===== src/design/dcache_pkg.sv =====
package dcache_pkg;

    typedef logic [31:0] addr_t;   // byte address
    typedef logic [31:0] word_t;   // pipeline data word
    typedef logic [3:0]  strb_t;   // byte mask, doubles as access size

    // access size patterns, before the shift into the byte lane
    localparam strb_t STRB_BYTE = 4'b0001;
    localparam strb_t STRB_HALF = 4'b0011;
    localparam strb_t STRB_WORD = 4'b1111;

    // default geometry: 64 sets, 16 words per line
    localparam int DEF_INDEX_WIDTH       = 6;
    localparam int DEF_WORD_OFFSET_WIDTH = 4;

    typedef enum logic [2:0] {
        IDLE,
        LOOKUP,
        MISS,      // refill read outstanding
        REFILL,
        WAIT_WB    // wait for the write-back machine, then answer
    } ctrl_state_e;

    typedef enum logic [1:0] {
        WB_IDLE,
        WB_WRITE,
        WB_DONE
    } wb_state_e;

endpackage


===== src/design/dcache_ctrl.sv =====
`timescale 1ns/1ps

module dcache_ctrl #(
    parameter int  INDEX_WIDTH       = 6,
    parameter int  WORD_OFFSET_WIDTH = 4,
    localparam int OFFSET_WIDTH      = WORD_OFFSET_WIDTH + 2,
    localparam int TAG_WIDTH         = 32 - OFFSET_WIDTH - INDEX_WIDTH,
    localparam int LINE_BITS         = 32 << WORD_OFFSET_WIDTH
) (
    input  logic                 clk,
    input  logic                 rstn,
    input  logic                 i_rvalid,
    input  logic                 i_wvalid,
    input  logic                 i_req_write,
    input  dcache_pkg::addr_t    i_req_addr,
    input  logic [1:0]           i_hit,
    input  logic                 i_hit_way,
    input  logic                 i_victim_way,
    input  logic                 i_victim_dirty,
    input  logic [TAG_WIDTH-1:0] i_victim_tag,
    input  logic [LINE_BITS-1:0] i_victim_line,
    input  logic                 i_mem_rready,
    input  logic                 i_mem_wready,
    output logic                 o_accept,
    output logic                 o_idle,
    output logic                 o_rready,
    output logic                 o_wready,
    output logic [1:0]           o_tag_we,
    output logic [1:0]           o_dirty_set,
    output logic [1:0]           o_dirty_clr,
    output logic                 o_lru_we,
    output logic                 o_lru_way,
    output logic [1:0]           o_way_we,
    output logic                 o_refill,
    output logic                 o_read_way,
    output logic                 o_mem_rvalid,
    output dcache_pkg::addr_t    o_mem_raddr,
    output logic                 o_mem_wvalid,
    output dcache_pkg::addr_t    o_mem_waddr,
    output logic [LINE_BITS-1:0] o_mem_wdata
);
    import dcache_pkg::*;

    ctrl_state_e state;
    ctrl_state_e state_nxt;
    wb_state_e   wb_state;
    wb_state_e   wb_state_nxt;
    logic        req_valid;
    logic        answer;
    logic        wb_launch;
    logic        wb_clear;
    logic        miss_way_q;   // victim way, held for the whole miss

    assign req_valid = i_rvalid | i_wvalid;
    assign o_idle    = (state == IDLE);
    assign o_rready  = answer & ~i_req_write;
    assign o_wready  = answer & i_req_write;
    assign o_accept  = req_valid & (o_idle | answer);   // answer cycle takes the next request

    assign o_mem_rvalid = (state == MISS);
    assign o_mem_raddr  = {i_req_addr[31:OFFSET_WIDTH], {OFFSET_WIDTH{1'b0}}};
    assign o_mem_wvalid = (wb_state == WB_WRITE);

    always_comb begin
        state_nxt   = state;
        answer      = 1'b0;
        wb_launch   = 1'b0;
        wb_clear    = 1'b0;
        o_tag_we    = 2'b00;
        o_dirty_set = 2'b00;
        o_dirty_clr = 2'b00;
        o_lru_we    = 1'b0;
        o_lru_way   = miss_way_q;
        o_way_we    = 2'b00;
        o_refill    = 1'b0;
        o_read_way  = miss_way_q;
        case (state)
            IDLE: begin
                if (req_valid) begin
                    state_nxt = LOOKUP;
                end
            end
            LOOKUP: begin
                if (|i_hit) begin
                    answer     = 1'b1;
                    o_read_way = i_hit_way;
                    o_lru_we   = 1'b1;
                    o_lru_way  = i_hit_way;
                    if (i_req_write) begin
                        o_way_we[i_hit_way]    = 1'b1;
                        o_dirty_set[i_hit_way] = 1'b1;
                    end
                    state_nxt = req_valid ? LOOKUP : IDLE;
                end else begin
                    o_read_way = i_victim_way;   // victim line into the write-back buffer
                    wb_launch  = 1'b1;
                    state_nxt  = MISS;
                end
            end
            MISS: begin
                if (i_mem_rready) begin
                    state_nxt = REFILL;
                end
            end
            REFILL: begin
                o_tag_we[miss_way_q] = 1'b1;
                o_way_we[miss_way_q] = 1'b1;
                o_refill             = 1'b1;
                o_lru_we             = 1'b1;
                if (i_req_write) begin
                    o_dirty_set[miss_way_q] = 1'b1;
                end else begin
                    o_dirty_clr[miss_way_q] = 1'b1;
                end
                state_nxt = WAIT_WB;
            end
            WAIT_WB: begin
                if (wb_state == WB_DONE) begin
                    answer               = 1'b1;
                    wb_clear             = 1'b1;
                    o_way_we[miss_way_q] = i_req_write;   // store bytes onto the fresh line
                    state_nxt            = req_valid ? LOOKUP : IDLE;
                end
            end
            default: state_nxt = IDLE;
        endcase
    end

    // write-back runs beside the refill, clean victims skip the bus
    always_comb begin
        wb_state_nxt = wb_state;
        case (wb_state)
            WB_IDLE: begin
                if (wb_launch) begin
                    wb_state_nxt = i_victim_dirty ? WB_WRITE : WB_DONE;
                end
            end
            WB_WRITE: begin
                if (i_mem_wready) begin
                    wb_state_nxt = WB_DONE;
                end
            end
            WB_DONE: begin
                if (wb_clear) begin
                    wb_state_nxt = WB_IDLE;
                end
            end
            default: wb_state_nxt = WB_IDLE;
        endcase
    end

    always_ff @(posedge clk) begin
        if (!rstn) begin
            state    <= IDLE;
            wb_state <= WB_IDLE;
        end else begin
            state    <= state_nxt;
            wb_state <= wb_state_nxt;
        end
    end

    always_ff @(posedge clk) begin
        if (wb_launch) begin
            miss_way_q  <= i_victim_way;
            o_mem_waddr <= {i_victim_tag, i_req_addr[OFFSET_WIDTH+INDEX_WIDTH-1:OFFSET_WIDTH],
                            {OFFSET_WIDTH{1'b0}}};
            o_mem_wdata <= i_victim_line;
        end
    end

endmodule


===== config.mk =====
export PLATFORM = sky130hd
export DESIGN_NAME = dcache_ctrl
export DESIGN_NICKNAME = d
export VERILOG_FILES = /design/src/design/dcache_pkg.sv /design/src/design/dcache_ctrl.sv
export SDC_FILE = /design/constraint.sdc
export NUM_CORES = 1
export LEC_CHECK = 0
export BUFFER_PORTS_ARGS = -buffer_cell sky130_fd_sc_hd__buf_2
export CAP_MARGIN = 20
export CORE_AREA = 8 8 454 456
export DETAILED_ROUTE_END_ITERATION = 6
export DIE_AREA = 0 0 462 464
export PLACE_DENSITY = 0.3
export SLEW_MARGIN = 20
export SYNTH_ARGS = -nofsm -noshare
export SYNTH_HDL_FRONTEND = slang
export SYNTH_SLANG_ARGS = --single-unit

===== constraint.sdc =====
create_clock -name clk -period 15.1 [get_ports clk]
set_clock_uncertainty 0.15 [all_clocks]
set_input_delay 0.755 -clock clk [delete_from_list [all_inputs] [get_ports clk]]
set_output_delay 0.755 -clock clk [all_outputs]
set_load 0.005 [all_outputs]

### Word-level counts from Yosys, hierarchy flattened

Cells that the tools add are included.

* bitwise operators: 7
* reductions and logical operators: 7
* equal/unequal tests: 12
* muxes and demuxes: 36
* magnitude comparators: 4

Operators by type and width (number)
* $mux W2: 12
* $pmux W3 S5: 1
* $mux W1: 13
* $pmux W2 S3: 2
* $ne A2 B2 Y1 const B: 5
* $mux W3: 3
* $eq A3 B2 Y1 const B: 2
* $reduce_and A3 Y1: 2
* $lt A1 B2 Y1 const B: 2
* $pmux W1 S2: 2
* $pmux W2 S2: 1
* $and A1 B1 Y1: 3
* $eq A3 B1 Y1 const B: 1
* $eq A3 B3 Y1 const B: 1
* $logic_not A3 Y1: 1
* $and A2 B2 Y2: 1
* $demux W1 S1: 2
* $eq A2 B1 Y1 const B: 1
* $eq A2 B2 Y1 const B: 1
* $ge A1 B1 Y1 const B: 2
* $logic_and A1 B1 Y1: 2
* $logic_not A2 Y1: 1
* $ne A2 B1 Y1 const B: 1
* $or A1 B1 Y1: 2
* 2 further kinds: 2

* register bits after elaboration: 544
* output and inout bits: 594
* bits of input ports: 576

### Longest topological paths before layout

Gate-level depths: netlist of the first run.

* depth in word-level cells: 7
* gate-level depth with buffers: 5

### Worst setup path after synthesis of the first run

No wires, ideal clock.

* kind: input to register
* start: input port i_hit[1]
* end: register miss_way_q (enable)
* required time: 13.975 ns
* buffers on the path: 0
* setup time: 0.975 ns
* data arrival time: 13.089 ns
* stages: 2
* slack: 0.887 ns
* path through: nor2_1 and2_1

* cells in the longest elaborated chain, start to end: 3

Ends and longest elaborated chain
* start, declared: RTL line dcache_ctrl.sv:16 `input logic [1:0] i_hit,`
* $reduce_or A2 Y1: RTL line dcache_ctrl.sv:84 `if (|i_hit) begin`
* $mux W1: RTL line dcache_ctrl.sv:84
* $mux W1: RTL line dcache_ctrl.sv:77 `case (state)`
* net wb_launch: RTL line dcache_ctrl.sv:50 `logic wb_launch;`
* end signal, assigned: RTL line dcache_ctrl.sv:164 `miss_way_q <= i_victim_way;`
* end, declared: RTL line dcache_ctrl.sv:52 `logic miss_way_q;`

The timed path passes the listed nets, and every way through them passes these cells.
A chain may end at the register's enable or synchronous reset.

### Final worst setup path of the first run

* start: register state[0]
* end: register o_mem_wdata[22] (enable)

* cells in the longest elaborated chain, start to end: 2

Ends and longest elaborated chain
* start, declared: RTL line dcache_ctrl.sv:44 `ctrl_state_e state;`
* start signal, assigned: RTL line dcache_ctrl.sv:157 `state <= state_nxt;`
* $eq A3 B1 Y1: RTL line dcache_ctrl.sv:77
* $mux W1: RTL line dcache_ctrl.sv:77
* net wb_launch: RTL line dcache_ctrl.sv:50
* end signal, assigned: RTL line dcache_ctrl.sv:167 `o_mem_wdata <= i_victim_line;`
* end, declared: RTL line dcache_ctrl.sv:40 `output logic [LINE_BITS-1:0] o_mem_wdata`

The timed path passes the listed nets, and every way through them passes these cells.

==> results.toml, run 1 <==
[outcome]
status = "complete, no violations"

[clocking]
htreeDepth = 3
clock_latency_ns = 0.66
clock_path_buffers = 3
numCtsBuffers = 75
clockRootBuffer = "clkbuf_16"
cts_sinks = 544
path_clk_slew_ns = 0.07
cts_tree = "built"

[setup_path]
path_class = "register to register"
end_kind = "register"
crit_chain = "nor3b_4, and2_4, buf_4, buf_16, buf_12, buf_4"
cpPeakStageDelay_ns = 0.72
crit_arrival_ns = 4.60
crit_required_ns = 15.22
crit_path_frequent_cell = "buf_4"
cpMaxStageDelayCell = "buf_4"
critPathTopFamily = "buffers and inverters"
cp_num_buf_inv = 4
startpoint_type = "register"
crit_path_max_fanout = 121

[die]
die_x_um = 462
num_rows = 164
die_area_um2 = 214400
design.portCount = 1170
die_h_um = 464
start_util_pct = 8.586
core-area_um2 = 198600

[placement]
dp_cells = 4392
dpl_cell_area_um2 = 25720
port_buffers = 1111
globalplace.congestion = 0.7867
dp_hpwl_um = 101900

[logic_synthesis]
synth_top_area_share_pct = 94.91
synthTopCellsByCount = "539 x edfxtp_1, 38 x buf_4, 7 x a21oi_1"
synth_edf_count = 539
synth.distinct_cells = 37
synth_seq_cells = 544
syn_avg_cell_area_um2 = 26.20
synth-async-reset-ratio_pct = 0
synth_top_family_by_area = "buffers and inverters"
ys_seq_area_share_pct = 95.50
synth_fa_ha_area_share_pct = 0
synth_flop_cell = "edfxtp_1"
synthXorXnorAreaFrac_pct = 0
synth_compound_area_share_pct = 1.020
synthCells = 651
ys.warnings.count = 0
synth-simple-area-share_pct = 1.343
synth.most_common_cell = "edfxtp_1"
synthMuxAreaShare_pct = 0.1174
synth_largest_area_cell = "edfxtp_1"
synth_area_leaders = "edfxtp_1 95%, buf_4 1.7%, dfxtp_1 0.59%"
synth.cell_area_um2 = 17050

[route]
drt-pass1-iter-count = 5
drt_wl_total_um = 119500
drt.antenna.violating_nets = 0
dr_total_vias = 12110
drt_iter0_drc = 710
routedWlPerCell_um = 25.94
drcViolationCount = 0
vias_per_cell = 2.629

[global_route]
grt_pass1_vias = 12770
grt_usage_pct = 10.49
grt_pass1_wl_um = 144400
grt_max_degree = 129
overflow = 0
antenna_found_initial = 126

[sta]
setup_viol = 0
tightestPinTransition_ns = 0.9473
rsz0062_at_grt = "no"
fmax_mhz = 223.6
period_share_pct = 29.62
final_hold_viol_count = 0
slew_headroom_pct = 36.85
fin_crit_ns = 4.473
drv_slew = 0
fin_tns_setup_ns = 0
hold_slack_ns = 0.1006

[cells_and_area]
fin_area_um2 = 28820
area.sequential_um2 = 16290
layout-drive-gt1-share_pct = 63.91
nNetsFinal = 2453
fill_cells = 22300
multi_input_area_um2 = 470.5
area_growth_pct = 68.98
fin_cells = 4606

[power_and_ir_drop]
vdd_ir_drop_max_mv = 0.07627
finalPower_mw = 3.736
power.leakage_nw = 11.02
power_density_nw_per_um2 = 129.6

[run]
max_cap_viol_count = 0

[min_path]
hp-class = "input pin to register"
-- power breakdown --
| group | leakage (nW) | total (mW) | switching, mW | internal [mW] |
|---|---|---|---|---|
| registers | 4.96 | 1.74 | 0.0163 | 1.72 |
| clock network | 1.16 | 1.79 | 0.740 | 1.05 |
| logic | 4.91 | 0.216 | 0.121 | 0.0949 |
-- sequential cells by signal (all words and copies together) (netlist names) --
register and flops:
o_mem_wdata 512, o_mem_waddr 26, state 3, wb_state 2, miss_way_q 1
-- per-layer routing --
| layer | routed length [um] | GRT usage [%] | up-vias |
|---|---|---|---|
| met5 | 168 | 0 | - |
| met4 | 3887 | 3.466 | 28 |
| met3 | 23610 | 9.232 | 272 |
| met2 | 53580 | 16.81 | 1053 |
| met1 | 38230 | 9.712 | 5711 |
| li1 | - | - | 5047 |
-- cell usage in the layout (no fill, tap or decap), types with 4 or more instances in the layout --
| cell | synthesis | final |
|---|---|---|
| clkbuf_1 | 2 | 19 |
| buf_4 | 38 | 4 |
| nor2_1 | 6 | 6 |
| conb_1 | 1 | 12 |
| clkinv_1 | 0 | 9 |
| dlygate4sd3_1 | 0 | 63 |
| dfxtp_1 | 5 | 5 |
| nor2b_1 | 4 | 4 |
| clkbuf_16 | 0 | 76 |
| diode_2 | 0 | 16 |
| bufinv_16 | 0 | 6 |
| buf_2 | 0 | 1111 |
| clkinvlp_4 | 0 | 4 |
| edfxtp_1 | 539 | 539 |
| nand2_1 | 5 | 5 |
| a21oi_1 | 7 | 7 |
| inv_6 | 0 | 6 |
| clkinv_2 | 0 | 9 |
-- kinds of logic after synthesis --
logic type | count (synthesis)
flops | 544
buf+inv | 47
simple gates | 35
compound gates | 22
mux | 2
other cells | 1
-- worst paths after layout --
check / start / cells after the start / slack, ns / to
setup / recovery: state[0]$_SDFFE_PN0P_ / 6 / 10.63 / o_mem_wdata[22]$_DFFE_PP_
hold / removal: i_victim_line[140] / 1 / 0.10 / o_mem_wdata[140]$_DFFE_PP_
setup reg to reg: state[0]$_SDFFE_PN0P_ / 6 / 10.63 / o_mem_wdata[22]$_DFFE_PP_
hold reg to reg: wb_state[1]$_SDFFE_PN0P_ / 2 / 0.49 / wb_state[0]$_SDFFE_PN0P_
-- per-stage QoR --
stage,setup WS (ns),utilization (%)
2_1_floorplan,0.8866,-
3_3_place_gp,10.08,12.95
3_5_place_dp,10.09,12.95
4_1_cts,10.38,14.47
5_1_grt,10.37,14.50
6_report,10.63,14.51
-- repair_timing --
| item | in CTS | in global routing |
|---|---|---|
| setup buffers | 0 | 0 |
| hold buffers | 63 | 0 |
| endpoints found under the hold margin | 63 | 0 |
| gates resized for setup | 0 | 0 |
-- final cells by class --
cell class	count	share of cell area (%)
clock inverters	36	1.320
diodes	16	0.1389
clock buffers	98	6.990
flip-flops and latches	544	56.51
repair buffers	1181	21.82
multi-input cells	71	1.633
inverters	4	0.05210
well taps	2656	11.53
No activity file was read; power rests on OpenSTA's default activity.
==> inputs of run 2 (changes only) <==
Settings changed: ABC_AREA from default to 1, CORE_AREA 8 8 454 456 to 8 8 453 455, DIE_AREA 0 0 462 464 to 0 0 461 463.
Clock period 15.1 ns to 3.7 ns, I/O delays scaled along.
==> results.toml, run 2 <==
[sta]
hold_slack_ns = 0.08437
period_share_pct = 67.44
drv_slew = 0
rsz0062_at_grt = "no"
fin_crit_ns = 2.495
tightestPinTransition_ns = 0.5799
setup_viol = 0
slew_headroom_pct = 61.34
final_hold_viol_count = 0
fmax_mhz = 400.8
fin_tns_setup_ns = 0

[cells_and_area]
final_cell_mix = "1,111 x buf_2, 798 x dlygate4sd3_1, 539 x edfxtp_1"
multi_input_area_um2 = 380.4
top_regs = "o_mem_wdata x512, o_mem_waddr x26, state x3"
area_growth_pct = 115.6
layout-drive-gt1-share_pct = 46.69
regMostFlops = "o_mem_wdata"
fill_cells = 21810
fin_cells = 5397
nNetsFinal = 3225
area.sequential_um2 = 16290
largest_register_ffs = 512
final_common_cell = "buf_2"

[clocking]
cts_resized = 0
clockRootBuffer = "clkbuf_16"
clock_path_buffers = 3
path_clk_slew_ns = 0.06
htreeDepth = 3
holdBufCountCts = 798
cts_sinks = 544
clock_latency_ns = 0.69
numCtsBuffers = 77
cts_tree = "built"
cts_setup_buffers = 0

[die]
die_h_um = 463
start_util_pct = 8.563
die_area_um2 = 213400
design.portCount = 1170
die_x_um = 461
num_rows = 164
core-area_um2 = 198200

[run]
max_cap_viol_count = 0

[logic_synthesis]
synth.most_common_cell = "edfxtp_1"
ys_seq_area_share_pct = 95.95
syn_avg_cell_area_um2 = 25.45
synth.cell_area_um2 = 16970
ys.warnings.count = 0
synth.distinct_cells = 19
synth-async-reset-ratio_pct = 0
synthCells = 667
synth_edf_count = 539
synthTopCellsByCount = "539 x edfxtp_1, 38 x buf_4, 22 x nand2_1"
synth_largest_area_cell = "edfxtp_1"
synth_flop_cell = "edfxtp_1"
synth_top_area_share_pct = 95.36
synth_seq_cells = 544
synth_area_leaders = "edfxtp_1 95%, buf_4 1.7%, dfxtp_1 0.59%"

[route]
dr_total_vias = 14900
vias_per_cell = 2.761
drt-pass1-iter-count = 4
drt.antenna.violating_nets = 0
drt_wl_total_um = 138900
drt_iter0_drc = 791
routedWlPerCell_um = 25.74
drcViolationCount = 0

[setup_path]
critPathTopFamily = "simple AND/OR/NAND/NOR gates"
crit_chain = "inv_2, nand3_4, nor2_4, nand2_1, o211ai_1, buf_2"
cpMaxStageDelayCell = "nor2_4"
crit_required_ns = 3.37
end_kind = "output pin"
r2r_slack_ns = 1.33
crit_arrival_ns = 2.16
path_class = "register to output pin"
crit_path_max_fanout = 7
startpoint_type = "register"
cpPeakStageDelay_ns = 0.36
cp_num_buf_inv = 2

[outcome]
status = "complete, no violations"

[placement]
globalplace.congestion = 0.8235
dp_cells = 4428
dp_hpwl_um = 117900
port_buffers = 1111

[global_route]
antenna_found_initial = 100
grt_max_degree = 79
overflow = 0
grt_pass1_wl_um = 172300
grt_pass1_vias = 16690
grt_usage_pct = 12.39

[min_path]
hp-class = "input pin to register"

[power_and_ir_drop]
vdd_ir_drop_max_mv = 0.3184
power.leakage_nw = 14.33
power_density_nw_per_um2 = 458.2
[run 2: path summary, 6_finish.rpt]
path / from / end / cells past startpoint
worst min register to register: state[2]$_SDFFE_PN0P_ / state[2]$_SDFFE_PN0P_ / 2
worst min-delay path: i_victim_line[262] / o_mem_wdata[262]$_DFFE_PP_ / 2
worst max-delay path: state[2]$_SDFFE_PN0P_ / o_read_way / 6
worst max register to register: state[0]$_SDFFE_PN0P_ / state[0]$_SDFFE_PN0P_ / 8
[run 2: cell families (layout without fill, tap and decap cells)]
| logic type | count (synthesis) | count (layout) | synth area share, % |
|---|---|---|---|
| other cells | 1 | 46 | 0.02209 |
| compound gates | 7 | 7 | 0.2801 |
| simple gates | 58 | 58 | 1.651 |
| buf+inv | 57 | 2086 | 2.101 |
| flops | 544 | 544 | 95.95 |
[run 2: cell type report]
cell class / instances / share of cell area (%)
Tap cell: 2656 / 9.080
Timing Repair Buffer: 1930 / 37.69
Clock inverter: 48 / 1.805
Clock buffer: 89 / 5.443
Multi-Input combinational cell: 77 / 1.039
Sequential cell: 544 / 44.51
Inverter: 19 / 0.2017
Antenna cell: 34 / 0.2325
[run 2: where the power goes]
part / total (mW) / internal, mW / switching, mW / leakage, nW
logic: 1.74 / 0.940 / 0.797 / 8.12
clock network: 7.90 / 4.73 / 3.17 / 1.27
registers: 7.14 / 7.06 / 0.0787 / 4.94
[run 2: per-layer routing]
layer	up-vias	track usage [%]	wire (um)	part of all wire, %
li1	6577	-	-	-
met1	7062	11.39	43970	32
met2	970	19.96	61930	45
met3	284	11.00	27430	20
met4	8	3.995	5516	4.0
met5	-	0	55	0.040
[run 2: metrics by stage]
step	utilization (%)	total power, mW	cell area (um2)	setup slack (ns)
2_1_floorplan	-	7.520	17030	-5.474
3_3_place_gp	13.05	8.296	25870	1.344
3_5_place_dp	13.05	8.294	25870	1.395
4_1_cts	18.42	17.25	36510	0.9904
5_1_grt	18.44	17.52	36550	0.9702
6_report	18.46	16.77	36600	1.205
